`src/common/mouse_defs.svh`:
```
`ifndef MOUSE_DEFS_SVH
`define MOUSE_DEFS_SVH

// PS/2 byte and receive error code widths
`define MOUSE_BYTE_W 8
`define MOUSE_ERR_W 2

// Number of entries in the init script table
`define MOUSE_SCRIPT_LEN 21

// 10 ms at 100 MHz
`define MOUSE_POWERUP_CYCLES 1000000

////////////////////////////////////////
// Sample rate arguments of the knock sequence
// Decimal 200, 100 and 80
`define MOUSE_RATE_A 8'hC8
`define MOUSE_RATE_B 8'h64
`define MOUSE_RATE_C 8'h50

////////////////////////////////////////
// Mouse responses
`define MOUSE_RESP_ACK 8'hFA
`define MOUSE_RESP_SELFTEST 8'hAA
// Device type after the get ID command
`define MOUSE_ID_PLAIN 8'h00
`define MOUSE_ID_SCROLL 8'h03

`endif

```
`src/common/mousePkg.sv`:
```
`default_nettype none

`include "mouse_defs.svh"

package mousePkg;

    ////////////////////////////////////////
    // Command opcodes sent by the host
    ////////////////////////////////////////
    typedef enum logic [`MOUSE_BYTE_W-1:0] {
        // Full reset of the mouse
        cmdReset   = 8'hFF,
        // Followed by one rate argument byte
        cmdSetRate = 8'hF3,
        // Read device type
        cmdGetId   = 8'hF2,
        // Start data reporting
        cmdEnable  = 8'hF4
    } mouseCmdE;

    ////////////////////////////////////////
    // Init script step kinds
    ////////////////////////////////////////
    typedef enum logic [1:0] {
        // Transmit the step byte
        stepSend   = 2'd0,
        // Receive and compare with the step byte
        stepExpect = 2'd1,
        // Receive device ID and pick packet length
        stepIdent  = 2'd2
    } stepKindE;

    ////////////////////////////////////////
    // FSM states
    ////////////////////////////////////////
    // Init sequencer
    typedef enum logic [2:0] {
        initWait      = 3'd0,
        initIssue     = 3'd1,
        initSending   = 3'd2,
        initReceiving = 3'd3,
        initDone      = 3'd4
    } initStateE;

    // Packet reader
    typedef enum logic [2:0] {
        pktIdle   = 3'd0,
        pktStatus = 3'd1,
        pktDx     = 3'd2,
        pktDy     = 3'd3,
        pktDz     = 3'd4,
        pktIrq    = 3'd5
    } packetStateE;

endpackage

`default_nettype wire

```
`src/mouseInit/mouseInitSequencer.sv`:
```
`timescale 1ns/100ps
`default_nettype none

`include "mouse_defs.svh"

module mouseInitSequencer #(
    parameter int unsigned powerUpCycles = `MOUSE_POWERUP_CYCLES
) (
    input  wire                        CLK,
    input  wire                        RESET,
    input  wire                        byteSent,
    input  wire                        byteReady,
    input  wire [`MOUSE_BYTE_W-1:0]    byteRead,
    input  wire [`MOUSE_ERR_W-1:0]     byteErrorCode,
    input  wire                        packetError,
    output logic                       sendByte,
    output logic [`MOUSE_BYTE_W-1:0]   byteToSend,
    output logic                       readEnable,
    output logic                       initDone,
    output logic                       scrollEnable
);

    // Counter runs 0 .. powerUpCycles-1
    localparam int cntW = (powerUpCycles > 1) ? $clog2(powerUpCycles) : 1;
    localparam int stepW = $clog2(`MOUSE_SCRIPT_LEN);
    localparam logic [cntW-1:0] lastCount = cntW'(powerUpCycles - 1);
    localparam logic [stepW-1:0] lastStep = stepW'(`MOUSE_SCRIPT_LEN - 1);

    ////////////////////////////////////////
    // Init script
    ////////////////////////////////////////
    localparam mousePkg::stepKindE scriptKind [`MOUSE_SCRIPT_LEN] = '{
        mousePkg::stepSend,
        mousePkg::stepExpect,
        mousePkg::stepExpect,
        mousePkg::stepExpect,
        mousePkg::stepSend,
        mousePkg::stepExpect,
        mousePkg::stepSend,
        mousePkg::stepExpect,
        mousePkg::stepSend,
        mousePkg::stepExpect,
        mousePkg::stepSend,
        mousePkg::stepExpect,
        mousePkg::stepSend,
        mousePkg::stepExpect,
        mousePkg::stepSend,
        mousePkg::stepExpect,
        mousePkg::stepSend,
        mousePkg::stepExpect,
        mousePkg::stepIdent,
        mousePkg::stepSend,
        mousePkg::stepExpect
    };

    // Byte to send, or byte to match on receive steps
    localparam logic [`MOUSE_BYTE_W-1:0] scriptByte [`MOUSE_SCRIPT_LEN] = '{
        // Reset, ack, self-test pass, initial ID
        mousePkg::cmdReset,
        `MOUSE_RESP_ACK,
        `MOUSE_RESP_SELFTEST,
        `MOUSE_ID_PLAIN,
        // Knock sequence for the scroll wheel
        mousePkg::cmdSetRate,
        `MOUSE_RESP_ACK,
        `MOUSE_RATE_A,
        `MOUSE_RESP_ACK,
        mousePkg::cmdSetRate,
        `MOUSE_RESP_ACK,
        `MOUSE_RATE_B,
        `MOUSE_RESP_ACK,
        mousePkg::cmdSetRate,
        `MOUSE_RESP_ACK,
        `MOUSE_RATE_C,
        `MOUSE_RESP_ACK,
        // Read device type again
        mousePkg::cmdGetId,
        `MOUSE_RESP_ACK,
        // Scroll ID here, plain ID also accepted
        `MOUSE_ID_SCROLL,
        // Start reporting
        mousePkg::cmdEnable,
        `MOUSE_RESP_ACK
    };

    mousePkg::initStateE state;
    logic [cntW-1:0] powerCount;
    logic [stepW-1:0] stepIdx;
    mousePkg::stepKindE stepKind;
    logic [`MOUSE_BYTE_W-1:0] stepByte;
    logic isLastStep;
    logic identOk;
    logic respOk;

    // Current table entry
    assign stepKind = scriptKind[stepIdx];
    assign stepByte = scriptByte[stepIdx];
    assign isLastStep = (stepIdx == lastStep);

    // Ident step takes either device type
    assign identOk = (byteRead == `MOUSE_ID_PLAIN) || (byteRead == stepByte);

    always_comb begin
        respOk = 1'b0;
        // Any receive error fails the step
        if (byteErrorCode == '0) begin
            if (stepKind == mousePkg::stepIdent)
                respOk = identOk;
            else
                respOk = (byteRead == stepByte);
        end
    end

    ////////////////////////////////////////
    // Script FSM
    ////////////////////////////////////////
    always_ff @(posedge CLK) begin
        if (RESET) begin
            state        <= mousePkg::initWait;
            powerCount   <= '0;
            stepIdx      <= '0;
            sendByte     <= 1'b0;
            scrollEnable <= 1'b0;
        end else begin
            sendByte <= 1'b0;
            if (packetError) begin
                // Broken packet stream, start over
                state        <= mousePkg::initWait;
                powerCount   <= '0;
                stepIdx      <= '0;
                scrollEnable <= 1'b0;
            end else begin
                case (state)
                    mousePkg::initWait: begin
                        if (powerCount == lastCount) begin
                            powerCount <= '0;
                            stepIdx    <= '0;
                            state      <= mousePkg::initIssue;
                        end else begin
                            powerCount <= powerCount + 1'b1;
                        end
                    end
                    mousePkg::initIssue: begin
                        if (stepKind == mousePkg::stepSend) begin
                            sendByte <= 1'b1;
                            state    <= mousePkg::initSending;
                        end else begin
                            state <= mousePkg::initReceiving;
                        end
                    end
                    // Transceiver busy until byteSent
                    mousePkg::initSending: begin
                        if (byteSent) begin
                            if (isLastStep) begin
                                state <= mousePkg::initDone;
                            end else begin
                                stepIdx <= stepIdx + 1'b1;
                                state   <= mousePkg::initIssue;
                            end
                        end
                    end
                    mousePkg::initReceiving: begin
                        if (byteReady) begin
                            if (respOk) begin
                                if (stepKind == mousePkg::stepIdent)
                                    scrollEnable <= (byteRead == stepByte);
                                if (isLastStep) begin
                                    state <= mousePkg::initDone;
                                end else begin
                                    stepIdx <= stepIdx + 1'b1;
                                    state   <= mousePkg::initIssue;
                                end
                            end else begin
                                // Unexpected response
                                state        <= mousePkg::initWait;
                                powerCount   <= '0;
                                stepIdx      <= '0;
                                scrollEnable <= 1'b0;
                            end
                        end
                    end
                    // Packet reader owns the receiver now
                    mousePkg::initDone: begin
                        state <= mousePkg::initDone;
                    end
                    default: begin
                        state <= mousePkg::initWait;
                    end
                endcase
            end
        end
    end

    // Held from the send pulse until the next one
    always_ff @(posedge CLK) begin
        if (state == mousePkg::initIssue && stepKind == mousePkg::stepSend)
            byteToSend <= stepByte;
    end

    assign readEnable = (state == mousePkg::initReceiving);
    assign initDone = (state == mousePkg::initDone);

    ////////////////////////////////////////
    // Checks
    ////////////////////////////////////////
    sendPulseA: assert property (@(posedge CLK) disable iff (RESET)
        sendByte |=> !sendByte)
        else $error("sendByte high for more than one cycle");

    // Transmit and receive phases never overlap
    sendReadA: assert property (@(posedge CLK) disable iff (RESET)
        !(sendByte && readEnable))
        else $error("sendByte and readEnable high together");

endmodule

`default_nettype wire

```
`src/verilog/mousePacketReader.sv`:
```
`timescale 1ns/100ps
`default_nettype none

`include "mouse_defs.svh"

module mousePacketReader (
    input  wire                        CLK,
    input  wire                        RESET,
    input  wire                        initDone,
    input  wire                        scrollEnable,
    input  wire                        byteReady,
    input  wire [`MOUSE_BYTE_W-1:0]    byteRead,
    input  wire [`MOUSE_ERR_W-1:0]     byteErrorCode,
    output logic                       readEnable,
    output logic                       packetError,
    output logic [`MOUSE_BYTE_W-1:0]   mouseStatus,
    output logic [`MOUSE_BYTE_W-1:0]   mouseDx,
    output logic [`MOUSE_BYTE_W-1:0]   mouseDy,
    output logic [`MOUSE_BYTE_W-1:0]   mouseDz,
    output logic                       sendInterrupt
);

    mousePkg::packetStateE state;
    logic byteBad;

    // Receiver open only while a packet byte is awaited
    assign readEnable = (state == mousePkg::pktStatus) || (state == mousePkg::pktDx) ||
                        (state == mousePkg::pktDy) || (state == mousePkg::pktDz);

    // Corrupted packet byte
    assign byteBad = readEnable && byteReady && (byteErrorCode != '0);

    ////////////////////////////////////////
    // Packet FSM
    ////////////////////////////////////////
    always_ff @(posedge CLK) begin
        if (RESET) begin
            state         <= mousePkg::pktIdle;
            packetError   <= 1'b0;
            sendInterrupt <= 1'b0;
            mouseStatus   <= '0;
            mouseDx       <= '0;
            mouseDy       <= '0;
            mouseDz       <= '0;
        end else begin
            packetError   <= 1'b0;
            sendInterrupt <= 1'b0;
            if (!initDone) begin
                // Mouse not configured yet
                state <= mousePkg::pktIdle;
            end else if (byteBad) begin
                // Drop the packet, data keeps last values
                packetError <= 1'b1;
                state       <= mousePkg::pktIdle;
            end else begin
                case (state)
                    // Hold off while the sequencer sees the error
                    mousePkg::pktIdle: begin
                        if (!packetError)
                            state <= mousePkg::pktStatus;
                    end
                    mousePkg::pktStatus: begin
                        if (byteReady) begin
                            mouseStatus <= byteRead;
                            state       <= mousePkg::pktDx;
                        end
                    end
                    mousePkg::pktDx: begin
                        if (byteReady) begin
                            mouseDx <= byteRead;
                            state   <= mousePkg::pktDy;
                        end
                    end
                    // Plain mouse packet ends after dy
                    mousePkg::pktDy: begin
                        if (byteReady) begin
                            mouseDy <= byteRead;
                            if (scrollEnable)
                                state <= mousePkg::pktDz;
                            else
                                state <= mousePkg::pktIrq;
                        end
                    end
                    mousePkg::pktDz: begin
                        if (byteReady) begin
                            mouseDz <= byteRead;
                            state   <= mousePkg::pktIrq;
                        end
                    end
                    mousePkg::pktIrq: begin
                        sendInterrupt <= 1'b1;
                        state         <= mousePkg::pktStatus;
                    end
                    default: begin
                        state <= mousePkg::pktIdle;
                    end
                endcase
            end
        end
    end

    ////////////////////////////////////////
    // Checks
    ////////////////////////////////////////
    irqPulseA: assert property (@(posedge CLK) disable iff (RESET)
        sendInterrupt |=> !sendInterrupt)
        else $error("sendInterrupt high for more than one cycle");

    // A failed packet never raises an interrupt
    errIrqA: assert property (@(posedge CLK) disable iff (RESET)
        !(packetError && sendInterrupt))
        else $error("packetError and sendInterrupt together");

endmodule

`default_nettype wire

```
`src/verilog/mouseMaster.sv`:
```
`timescale 1ns/100ps
`default_nettype none

`include "mouse_defs.svh"

module mouseMaster #(
    parameter int unsigned powerUpCycles = `MOUSE_POWERUP_CYCLES
) (
    input  wire                        CLK,
    input  wire                        RESET,
    // Transceiver side
    output logic                       sendByte,
    output logic [`MOUSE_BYTE_W-1:0]   byteToSend,
    input  wire                        byteSent,
    output logic                       readEnable,
    input  wire                        byteReady,
    input  wire [`MOUSE_BYTE_W-1:0]    byteRead,
    input  wire [`MOUSE_ERR_W-1:0]     byteErrorCode,
    // System side
    output logic [`MOUSE_BYTE_W-1:0]   mouseStatus,
    output logic [`MOUSE_BYTE_W-1:0]   mouseDx,
    output logic [`MOUSE_BYTE_W-1:0]   mouseDy,
    output logic [`MOUSE_BYTE_W-1:0]   mouseDz,
    output logic                       sendInterrupt
);

    logic initDone;
    logic scrollEnable;
    logic packetError;
    logic seqReadEnable;
    logic pktReadEnable;

    ////////////////////////////////////////
    // Init script and power-up delay
    ////////////////////////////////////////
    mouseInitSequencer #(
        .powerUpCycles (powerUpCycles)
    ) u_sequencer (
        .CLK           (CLK),
        .RESET         (RESET),
        .byteSent      (byteSent),
        .byteReady     (byteReady),
        .byteRead      (byteRead),
        .byteErrorCode (byteErrorCode),
        .packetError   (packetError),
        .sendByte      (sendByte),
        .byteToSend    (byteToSend),
        .readEnable    (seqReadEnable),
        .initDone      (initDone),
        .scrollEnable  (scrollEnable)
    );

    ////////////////////////////////////////
    // Movement packets
    ////////////////////////////////////////
    mousePacketReader u_reader (
        .CLK           (CLK),
        .RESET         (RESET),
        .initDone      (initDone),
        .scrollEnable  (scrollEnable),
        .byteReady     (byteReady),
        .byteRead      (byteRead),
        .byteErrorCode (byteErrorCode),
        .readEnable    (pktReadEnable),
        .packetError   (packetError),
        .mouseStatus   (mouseStatus),
        .mouseDx       (mouseDx),
        .mouseDy       (mouseDy),
        .mouseDz       (mouseDz),
        .sendInterrupt (sendInterrupt)
    );

    // Reader only listens after init, so at most one request is active
    assign readEnable = seqReadEnable | pktReadEnable;

    ////////////////////////////////////////
    // Checks
    ////////////////////////////////////////
    readOwnerA: assert property (@(posedge CLK) disable iff (RESET)
        !(seqReadEnable && pktReadEnable))
        else $error("sequencer and reader both request the receiver");

    // Packet error restarts the script on the next edge
    restartA: assert property (@(posedge CLK) disable iff (RESET)
        packetError |=> !initDone)
        else $error("initDone still high after packetError");

endmodule

`default_nettype wire

```
`config.mk`:
```
export PLATFORM = sky130hd
export DESIGN_NAME = mouseMaster
export DESIGN_NICKNAME = d
export VERILOG_FILES = /design/src/common/mousePkg.sv /design/src/mouseInit/mouseInitSequencer.sv /design/src/verilog/mousePacketReader.sv /design/src/verilog/mouseMaster.sv
export VERILOG_INCLUDE_DIRS = /design/src /design/src/common
export SDC_FILE = /design/constraint.sdc
export NUM_CORES = 1
export LEC_CHECK = 0
export BUFFER_PORTS_ARGS = -buffer_cell sky130_fd_sc_hd__buf_2
export CORE_ASPECT_RATIO = 1.4
export CORE_MARGIN = 2
export CORE_UTILIZATION = 57
export DETAILED_ROUTE_END_ITERATION = 10
export PLACE_DENSITY = 0.8
export SLEW_MARGIN = 40
export SYNTH_ARGS = -nofsm -noshare
export SYNTH_HDL_FRONTEND = slang
export SYNTH_SLANG_ARGS = --single-unit
```
`constraint.sdc`:
```
create_clock -name CLK -period 2.95 [get_ports CLK]
set_clock_uncertainty 0.05 [all_clocks]
set_input_delay 0.1475 -clock CLK [delete_from_list [all_inputs] [get_ports CLK]]
set_output_delay 0.1475 -clock CLK [all_outputs]
set_load 0.02 [all_outputs]
```
==> results.tsv, run 1 <==
metric	value	unit
startpoint type of the worst setup path	flip-flop	
max-slew violations	0	
vias in the first global route	3298	
Achievable Freq	362	MHz
top_reg_cell synth	dfxtp_1	
Crit Path Max Fanout	11	
final clock period utilization by the worst path	0.937	
Final ANT Viol Nets	0	
# setup viols final	0	
GRT Total Usage	0.264	
vias per cell	6.12	
Buffers & Inverters on Critical Path	1	
WS Path Type	reg2reg	
die span in x	73.0	um
Slew @ Worst Pin	0.754	ns
worst r2r src	u_sequencer.stepIdx[0]$_SDFFE_PP0P_	
Num CTS Buffers	9	
max-cap violations	0	
CTS clock-pin slew for the worst setup and hold paths	0.09	ns
DP HPWL	6830	um
synth warn	0	
slowest CP cell	dfxtp_1	
CTS tree	yes	
hold buffer count at cts	0	
worst-skew pair later-pin latency	0.35	ns
Nets	507	
Synth top area share	0.353	
Hold Vio Cnt, Final	0	
largest family of logic cells by synthesized area	simple AND/OR/NAND/NOR gates	
Setup crit start	u_sequencer.stepIdx[0]$_SDFFE_PP0P_	
data arrival time of the worst path	2.98	ns
complex-gate fraction of the synthesized area	0.166	
CTS sink count	75	
DRC violations left	0	
Post-synth EDFFs	8	
synth unique cells	62	
Post-Synth Adder-Cell Area	0.0264	
drt total wl	9360	um
I/O Buffers	56	
GRT Residual Overflow	0	
dpl cell area	0.00415	mm2
depth of the CTS H-tree	3	
worst min-delay path startpoint	byteRead[2]	
peak supply drop	0.270	mV
clock period minus worst slack	2.76	ns
R2R setup slack	0.19	ns
Pwr per Cell Area	505	mW/mm2
TritonRoute pass-1 iters	4	
asr flop ratio synth	0	
Longest Clk Path Bufs	2	
Top-Level Pins	57	
most numerous cell in the Yosys netlist	dfxtp_1	
crit end category	flip-flop	
n_diodes	0	
share of cells above drive strength 1	0.206	
simple-gate portion of the synthesized area	0.229	
setup bufs post-CTS	0	
Vias	3449	
leak pwr	1.88	nW
Setup TNS	0	ns
Starting Density	0.582	
HP Class	in2reg	
Worst slew margin	0.496	
initial antenna violation count	0	
first-pass GRT wire length	15300	um
crit path cell chain	inv_1 > ha_2 > and3b_1 > a211oi_1 > xnor2_1 > nand4_1 > o211ai_2 > nand3_2 > a31oi_1	
syn_area_per_cell	8.77	um2
Synthesized Nets	455	
fill cell count	528	
clock root cell	clkbuf_8	
flops & latches, synth	75	
R2R cell count	9	
commonest cells in the netlist	67 x dfxtp_1, 59 x nor2_1, 36 x mux2i_1, 25 x nand2_1, 21 x clkbuf_1	
post-layout instance area	0.00440	mm2
Syn Inst Count	433	
GPL Wtd Cong	0.969	
Resized cells post-CTS	0	
most area-hungry cell type in the Yosys netlist	dfxtp_1	
post-synthesis mux area share	0.102	
Worst Path Required	3.17	ns
r2r endpoint	u_sequencer.powerCount[8]$_SDFFE_PP0P_	
register area share after synthesis	0.416	
synthesized cell area	0.00380	mm2
row cnt	35	
Die ar.	0.00734	mm2
synthesis-to-layout area growth	15.9	%
DR WL/cell	16.6	um
RSZ-0062 raised after global routing	no	
Die Y	101	um
WHS Path Cells	3	
status	completed	
core area	0.00653	mm2
pin count of the biggest net entering global routing	37	
First DRT Iteration DRCs	282	
hold path endpoint	u_reader.mouseDy[2]$_SDFFE_PP0P_	
delay-heaviest family, CP	compound AO/OA/AOI/OAI gates	
Synth Area in XOR/XNOR	0.0184	
CP peak stage delay	0.44	ns
top cells by area, synth	dfxtp_1 35%, mux2i_1 9.5%, edfxtp_1 6.3%	
-- worst max path at each step --
stage                                                    endpoint  depth (start not counted)
after global placement    u_sequencer.powerCount[10]$_SDFFE_PP0P_                          9
after global routing       u_sequencer.powerCount[8]$_SDFFE_PP0P_                          8
after floorplan               u_sequencer.stepIdx[0]$_SDFFE_PP0P_                         10
after detailed placement   u_sequencer.powerCount[5]$_SDFFE_PP0P_                          9
after CTS                  u_sequencer.powerCount[3]$_SDFFE_PP0P_                          9
final                      u_sequencer.powerCount[8]$_SDFFE_PP0P_                          9
-- through the flow --
step            util  total power, W  hold slack [ns]  setup slack, ns  instances
4_1_cts        0.672         0.00223           0.0842            0.137        564
3_5_place_dp   0.636         0.00133            0.426            0.150        548
3_3_place_gp   0.636         0.00132            0.418            0.269        548
2_1_floorplan      -         0.00125            0.241            0.380        433
5_1_grt        0.675         0.00230           0.0902         0.000516        564
6_report       0.675         0.00222            0.101            0.186        564
-- logic make-up after synthesis --
family	after synthesis
simple gates	171
buf+inv	42
fa+ha+maj	8
flops	75
mux	38
compound gates	91
xor+xnor	8
-- worst min-delay path, stage by stage --
cell     delay (ns)
buf_2          0.16
mux2i_1        0.09
nor2_1         0.07
-- sequential cells by signal, indices dropped and copies added, names as in the netlist --
name / cells
u_reader.sendInterrupt: 1
u_reader.mouseDz: 8
u_sequencer.scrollEnable: 1
u_sequencer.stepIdx: 5
u_sequencer.byteToSend: 8
u_reader.packetError: 1
u_sequencer.state: 3
u_reader.state: 3
u_sequencer.powerCount: 20
u_sequencer.sendByte: 1
u_reader.mouseStatus: 8
u_reader.mouseDx: 8
u_reader.mouseDy: 8
-- cells in the final DEF (no fill, tap or decap), types with 4 or more instances in the layout --
cell type and n:
o21ai_0 17, xor2_1 4, nand3_1 11, a31oi_1 11
buf_4 10, clkbuf_8 9, nor3_1 17, a21oi_1 14
nand2b_1 8, inv_1 17, xnor2_1 4, nor4_1 8
nor2_1 59, o21a_1 4, nand4_1 12, edfxtp_1 8
or2_2 4, nand2_1 24, mux2i_1 36, o22ai_1 5
dfxtp_1 64, ha_1 7, buf_2 56
-- where the power goes --
part | total [W] | switching (W) | internal (W) | leakage (nW)
logic | 0.000219 | 0.000146 | 0.0000728 | 1.16
clock network | 0.000912 | 0.000419 | 0.000494 | 0.118
registers | 0.00109 | 0.0000351 | 0.00106 | 0.605
total | 0.00222 | 0.000599 | 0.00162 | 1.88
-- metal layers --
layer | vias up | track usage | routed length [um]
li1 | 1692 | - | -
met1 | 1608 | 0.308 | 3830
met2 | 122 | 0.452 | 4820
met3 | 27 | 0.0550 | 454
met4 | 0 | 0.130 | 254
met5 | - | 0 | 0
-- final cells by class --
cell class | count | area (um2) | area share
clock buffer | 9 | 124 | 0.0281
clock inverter | 7 | 109 | 0.0247
inverter | 17 | 63.8 | 0.0145
multi-input combinational | 316 | 2070 | 0.471
sequential | 75 | 1590 | 0.360
tap | 74 | 92.6 | 0.0210
timing repair buffer | 66 | 355 | 0.0807
(Power assumes the default switching activity.)
==> run 2, diff against run 1 <==
--- a/config.mk
+++ b/config.mk
@@ -9,10 +9,11 @@
 export BUFFER_PORTS_ARGS = -buffer_cell sky130_fd_sc_hd__buf_2
 export CORE_ASPECT_RATIO = 1.4
 export CORE_MARGIN = 2
-export CORE_UTILIZATION = 57
+export CORE_UTILIZATION = 58
 export DETAILED_ROUTE_END_ITERATION = 10
 export PLACE_DENSITY = 0.8
 export SLEW_MARGIN = 40
 export SYNTH_ARGS = -nofsm -noshare
 export SYNTH_HDL_FRONTEND = slang
+export SYNTH_HIERARCHICAL = 1
 export SYNTH_SLANG_ARGS = --single-unit
==> run 2 against run 1 <==
- non-clock buffer count did not move
- via count rose by 2.1%
- clock-buffer cell count increased by 2
- power down 7.9%
- worst setup slack gained 0.11 ns
- maximum frequency rose by 4.3%
- critical path type unchanged
- largest cell class unchanged
- highest routed layer unchanged
==> results.tsv, run 2 <==
metric	value	unit	change
GRT Residual Overflow	0		unchanged
r2r endpoint	u_sequencer/powerCount[10]$_SDFFE_PP0P_		
GRT Total Usage	0.246		-0.0189
share of cells above drive strength 1	0.244		+0.0375
RSZ-0062 raised after global routing	no		
Setup TNS	0	ns	unchanged
startpoint type of the worst setup path	flip-flop		
n_diodes	0		unchanged
CTS tree	yes		
Nets	528		+4.1%
Reg power frac	0.505		+0.014
status	completed		
Top-Level Pins	57		unchanged
most frequent cells in the layout	66 x dfxtp_1, 56 x buf_2, 44 x nand2b_1, 38 x nand2_1, 36 x mux2i_1		
most numerous cell in the Yosys netlist	dfxtp_1		
most flop-heavy register	u_sequencer/powerCount		
Starting Density	0.593		+0.0109
DR WL/cell	16.0	um	-3.7%
Util after Layout	0.670		-0.00443
flops & latches, synth	75		unchanged
commonest non-fill, non-tap cell in the layout	dfxtp_1		
Crit Path Max Fanout	19		+8
register area share after synthesis	0.367		-0.0494
CTS clock-pin slew for the worst setup and hold paths	0.08	ns	about the same
R2R setup slack	0.30	ns	+0.11 ns
max-slew violations	0		unchanged
Num CTS Buffers	9		unchanged
HP Class	in2reg		
clock network power share	0.453		+0.043
commonest cells in the netlist	67 x dfxtp_1, 44 x nand2b_1, 38 x nand2_1, 36 x mux2i_1, 30 x nor2_1		
top_reg_cell synth	dfxtp_1		
clock period minus worst slack	2.65	ns	-0.113 ns
post-layout instance area	0.00487	mm2	+11%
critical path endpoint	u_sequencer/powerCount[10]$_SDFFE_PP0P_		
drt total wl	9690	um	+3.5%
data arrival time of the worst path	2.86	ns	-0.12 ns
Hold Vio Cnt, Final	0		unchanged
Worst slew margin	0.660		+0.164
# setup viols final	0		unchanged
final clock period utilization by the worst path	0.899		-0.0382
sw frac	0.211		-0.0589
CTS sink count	75		unchanged
most area-hungry cell type in the Yosys netlist	dfxtp_1		
Synthesized Nets	479		+5.3%
synth unique cells	70		+13%
I/O Buffers	56		unchanged
depth of the CTS H-tree	3		unchanged
TritonRoute pass-1 iters	4		unchanged
hold slack	0.128	ns	+0.0262 ns
Die Y	106	um	+5.4%
max-cap violations	0		unchanged
slowest CP cell	dfxtp_1		
Final ANT Viol Nets	0		unchanged
DRC violations left	0		unchanged
pin count of the biggest net entering global routing	44		+19%
clock root cell	clkbuf_8		
initial antenna violation count	0		unchanged
core area	0.00727	mm2	+11%
Setup crit start	u_sequencer/stepIdx[0]$_SDFFE_PP0P_		
asr flop ratio synth	0		unchanged
first-pass GRT wire length	16100	um	+5.2%
worst-skew pair later-pin latency	0.35	ns	about the same
Synth top area share	0.311		-0.0419
R2R cell count	10		+1
Vias	3520		+2.1%
Psw	0.000432	W	-28%
peak supply drop	0.231	mV	-14%
logic gate share of total power	0.042		-0.056
Longest Clk Path Bufs	2		unchanged
crit path cell chain	inv_1 > ha_1 > mux2_2 > mux2i_1 > xnor2_1 > nand4_2 > nor3_4 > o21ai_4 > buf_12 > a311oi_1		
vias in the first global route	3471		+5.2%
synth warn	6		+6
synthesis-to-layout area growth	13.0	%	
max FFs per register	20		unchanged
Post-synth EDFFs	8		unchanged
leak pwr	2.08	nW	+11%
vias per cell	5.81		-5.0%
Pwr per Cell Area	420	mW/mm2	-17%
syn_area_per_cell	9.47	um2	+8.0%
crit end category	flip-flop		
Achievable Freq	377	MHz	+4.3%
Syn Inst Count	455		+5.1%
top cells by area, synth	dfxtp_1 31%, mux2i_1 8.4%, nand2b_1 6.4%		
Slew @ Worst Pin	0.510	ns	-0.244 ns
Die ar.	0.00815	mm2	+11%
worst r2r src	u_sequencer/stepIdx[0]$_SDFFE_PP0P_		
row cnt	37		+5.7%
P_int	0.00162	W	-0.47%
WS Path Type	reg2reg		
Worst Path Required	3.16	ns	about the same
First DRT Iteration DRCs	188		-33%
CP peak stage delay	0.33	ns	-0.11 ns
DP HPWL	6990	um	+2.4%
dpl cell area	0.00462	mm2	+11%
fill cell count	602		+14%
die span in x	76.9	um	+5.3%
synthesized cell area	0.00431	mm2	+13%
total power	0.00205	W	-7.9%
GPL Wtd Cong	0.887		-8.5%
[run 2: changes by cell type in the layout (fill, tap and decap cells not counted), moves of 5 or more]
cell / delta
nor3_1: -8
nand2_1: +14
inv_1: -5
nand2b_1: +36
nand4_1: -10
and3_1: +5
o21ai_0: +5
nor2_1: -29
a31oi_4: +11
[run 2: cells by family after synthesis]
kind of cell    Yosys count  share of synthesized area
compound gates           87                      0.180
simple gates            195                      0.262
fa+ha+maj                10                     0.0290
flops                    75                      0.367
buf+inv                  40                     0.0511
xor+xnor                 10                     0.0221
mux                      38                     0.0888
[run 2: final cells by class]
type	count	area, um2	area share
Timing Repair Buffer	66	368	0.0755
Clock buffer	11	163	0.0334
Multi-Input combinational cell	340	2510	0.515
Tap cell	97	121	0.0249
Sequential cell	75	1580	0.325
Inverter	12	45.0	0.00925
Clock inverter	5	82.6	0.0170
[run 2: metal layers]
metal / track usage / share of wire
met5: 0 / 0
met4: 0.103 / 0.016
met3: 0.0509 / 0.042
met2: 0.443 / 0.53
met1: 0.279 / 0.41
[run 2: through the flow]
step	setup WS [ns]	cells
2_1_floorplan	0.361	455
3_3_place_gp	0.363	590
3_5_place_dp	0.247	590
4_1_cts	0.225	606
5_1_grt	0.0175	606
6_report	0.299	606
[run 2: critical path, delay by kind of cell (launching register included)]
| family | cells | cell delay [ns] |
|---|---|---|
| multiplexers | 2 | 0.58 |
| adder cells (fa/ha/maj) | 1 | 0.33 |
| AO/OA/AOI/OAI | 2 | 0.33 |
| buffers and inverters | 2 | 0.30 |
| AND/OR/NAND/NOR | 2 | 0.46 |
| flip-flops | 1 | 0.33 |
| XOR/XNOR | 1 | 0.18 |
[run 2: timing repair]
| action | in CTS | in global routing |
|---|---|---|
| endpoints found under the setup margin | 0 | 6 |
| hold buffers | 0 | 0 |
| resized for setup | 0 | 1 |
| setup buffers | 0 | 0 |
[run 2: worst min-delay path by stage]
stage | startpoint | endpoint | slack, ns | cells after the start
after global placement | u_reader/mouseDx[6]$_SDFFE_PP0P_ | u_reader/mouseDx[6]$_SDFFE_PP0P_ | 0.41 | 2
after detailed placement | u_reader/mouseDx[4]$_SDFFE_PP0P_ | u_reader/mouseDx[4]$_SDFFE_PP0P_ | 0.41 | 2
final | byteSent | u_sequencer/state[1]$_SDFFE_PP0P_ | 0.13 | 4
after CTS | byteSent | u_sequencer/state[1]$_SDFFE_PP0P_ | 0.1 | 4
after global routing | byteSent | u_sequencer/state[1]$_SDFFE_PP0P_ | 0.13 | 4
after floorplan | byteReady | u_reader/state[2]$_SDFFE_PP0P_ | 0.26 | 2
[run 2: power by group through the flow]
stage | Combinational, W | Clock [W] | Sequential, W
6_report | 0.0000850 | 0.000928 | 0.00103
5_1_grt | 0.0000925 | 0.000991 | 0.00103
4_1_cts | 0.0000852 | 0.000950 | 0.00103
3_5_place_dp | 0.0000833 | 0 | 0.00106
3_3_place_gp | 0.0000819 | 0 | 0.00106
2_1_floorplan | 0.0000538 | 0 | 0.00106
==> run 3, diff against run 2 <==
--- a/config.mk
+++ b/config.mk
@@ -11,6 +11,7 @@
 export CORE_MARGIN = 2
 export CORE_UTILIZATION = 58
 export DETAILED_ROUTE_END_ITERATION = 10
+export MAX_ROUTING_LAYER = met4
 export PLACE_DENSITY = 0.8
 export SLEW_MARGIN = 40
 export SYNTH_ARGS = -nofsm -noshare
==> run 3 against run 2 <==
- wire length about the same
- register-to-register slack is essentially flat
- maximum frequency about the same
- sequential power barely moved
- core utilization unchanged
- worst hold slack got worse by 0.0022 ns
- combinational power is essentially flat
- critical path depth unchanged
- global-route usage is 0.67 points higher
- critical endpoint unchanged
==> results.tsv, run 3 (same netlist as run 2, synthesis figures left out) <==
metric	value	unit	change
status	completed		
max-slew violations	0		unchanged
Setup TNS	0	ns	unchanged
RSZ-0062 raised after global routing	no		
I/O Buffers	56		unchanged
hold slack	0.126	ns	-0.00218 ns
die span in x	76.9	um	unchanged
Achievable Freq	377	MHz	about the same
r2r endpoint	u_sequencer/powerCount[10]$_SDFFE_PP0P_		
TritonRoute pass-1 iters	4		unchanged
max FFs per register	20		unchanged
worst slack at placement	0.247	ns	unchanged
DRC violations left	0		unchanged
post-layout instance area	0.00487	mm2	unchanged
Final ANT Viol Nets	0		unchanged
critical path endpoint	u_sequencer/powerCount[10]$_SDFFE_PP0P_		
synthesis-to-layout area growth	13.0	%	unchanged
# setup viols final	0		unchanged
dpl cell area	0.00462	mm2	unchanged
clock network power share	0.453		about the same
startpoint type of the worst setup path	flip-flop		
WS Path Type	reg2reg		
peak supply drop	0.231	mV	+0.15%
Starting Density	0.593		unchanged
Pwr per Cell Area	420	mW/mm2	about the same
commonest non-fill, non-tap cell in the layout	dfxtp_1		
Resized cells post-CTS	0		unchanged
most frequent cells in the layout	66 x dfxtp_1, 56 x buf_2, 44 x nand2b_1, 38 x nand2_1, 36 x mux2i_1		
CTS clock-pin slew for the worst setup and hold paths	0.08	ns	about the same
Final WS setup	0.298	ns	-0.000651 ns
final clock period utilization by the worst path	0.899		about the same
data arrival time of the worst path	2.86	ns	about the same
clock period minus worst slack	2.65	ns	+0.000651 ns
DP HPWL	6990	um	unchanged
drt total wl	9690	um	about the same
leak pwr	2.08	nW	unchanged
n_diodes	0		unchanged
Reg power frac	0.505		about the same
HP Class	in2reg		
core area	0.00727	mm2	unchanged
GRT Total Usage	0.252		+0.00665
GRT Residual Overflow	0		unchanged
Worst Path Required	3.16	ns	about the same
clock root cell	clkbuf_8		
Die Y	106	um	unchanged
worst-skew pair later-pin latency	0.35	ns	about the same
P_int	0.00162	W	about the same
Psw	0.000431	W	-0.14%
Hold Vio Cnt, Final	0		unchanged
Worst slew margin	0.652		-0.00758
Crit Path Max Fanout	19		unchanged
initial antenna violation count	0		unchanged
R2R cell count	10		unchanged
most flop-heavy register	u_sequencer/powerCount		
share of cells above drive strength 1	0.244		unchanged
GPL Wtd Cong	0.902		+1.7%
CTS tree	yes		
vias in the first global route	3467		-0.12%
First DRT Iteration DRCs	194		+3.2%
Vias	3516		-0.11%
vias per cell	5.80		-0.11%
Util after Layout	0.670		unchanged
row cnt	37		unchanged
sw frac	0.210		-0.000237
DR WL/cell	16.0	um	about the same
Die ar.	0.00815	mm2	unchanged
worst r2r src	u_sequencer/stepIdx[0]$_SDFFE_PP0P_		
setup bufs post-CTS	0		unchanged
Num CTS Buffers	9		unchanged
logic gate share of total power	0.042		about the same
crit end category	flip-flop		
Top-Level Pins	57		unchanged
max-cap violations	0		unchanged
R2R setup slack	0.30	ns	about the same
hold buffer count at cts	0		unchanged
Slew @ Worst Pin	0.521	ns	+0.0114 ns
Nets	528		unchanged
Longest Clk Path Bufs	2		unchanged
depth of the CTS H-tree	3		unchanged
CTS sink count	75		unchanged
first-pass GRT wire length	16100	um	about the same
Setup crit start	u_sequencer/stepIdx[0]$_SDFFE_PP0P_		
pin count of the biggest net entering global routing	44		unchanged
[run 3: cell counts in the layout (fill, tap and decap cells not counted)]
Identical to the previous run, type by type.
[run 3: area by class of cell]
cell class	count	area, um2
clock buffer	11	163
clock inverter	5	82.6
fill	602	2400
inverter	12	45.0
multi-input combinational	340	2510
sequential	75	1580
tap	97	121
timing repair buffer	66	368
[run 3: worst max-delay path, cell delays in order (launching register included)]
cell,delay (ns)
dfxtp_1,0.31
inv_1,0.15
ha_1,0.36
and3b_1,0.35
a21o_1,0.18
xnor2_2,0.16
o2111ai_4,0.19
nor3_4,0.27
o21ai_4,0.08
buf_12,0.19
a311oi_1,0.26
[run 3: per-stage QoR]
stage | instances | total power [W]
after detailed placement | 590 | 0.00114
after global placement | 590 | 0.00114
after global routing | 606 | 0.00212
after floorplan | 455 | 0.00111
final | 606 | 0.00205
after CTS | 606 | 0.00207
[run 3: power by group through the flow]
stage	registers [W]	logic, W	clock network (W)
after floorplan	0.00106	0.0000538	0
after global routing	0.00103	0.0000925	0.000991
after global placement	0.00106	0.0000819	0
after CTS	0.00103	0.0000852	0.000950
final	0.00103	0.0000851	0.000928
after detailed placement	0.00106	0.0000833	0
[run 3: worst min-delay path by stage]
stage | from | slack [ns] | endpoint | cells past startpoint
floorplan | byteReady | 0.26 | u_reader/state[2]$_SDFFE_PP0P_ | 2
global placement | u_reader/mouseDx[6]$_SDFFE_PP0P_ | 0.41 | u_reader/mouseDx[6]$_SDFFE_PP0P_ | 2
detailed placement | u_reader/mouseDx[4]$_SDFFE_PP0P_ | 0.41 | u_reader/mouseDx[4]$_SDFFE_PP0P_ | 2
CTS | byteSent | 0.1 | u_sequencer/state[1]$_SDFFE_PP0P_ | 4
global route | byteSent | 0.13 | u_sequencer/state[1]$_SDFFE_PP0P_ | 4
finish | byteSent | 0.13 | u_sequencer/state[1]$_SDFFE_PP0P_ | 4
[run 3: metal layers]
metal,up-vias,track usage,share of wire
li1,1709,-,-
met1,1692,0.279,0.41
met2,107,0.443,0.53
met3,8,0.0509,0.048
met4,0,0.101,0.010
met5,-,-,0
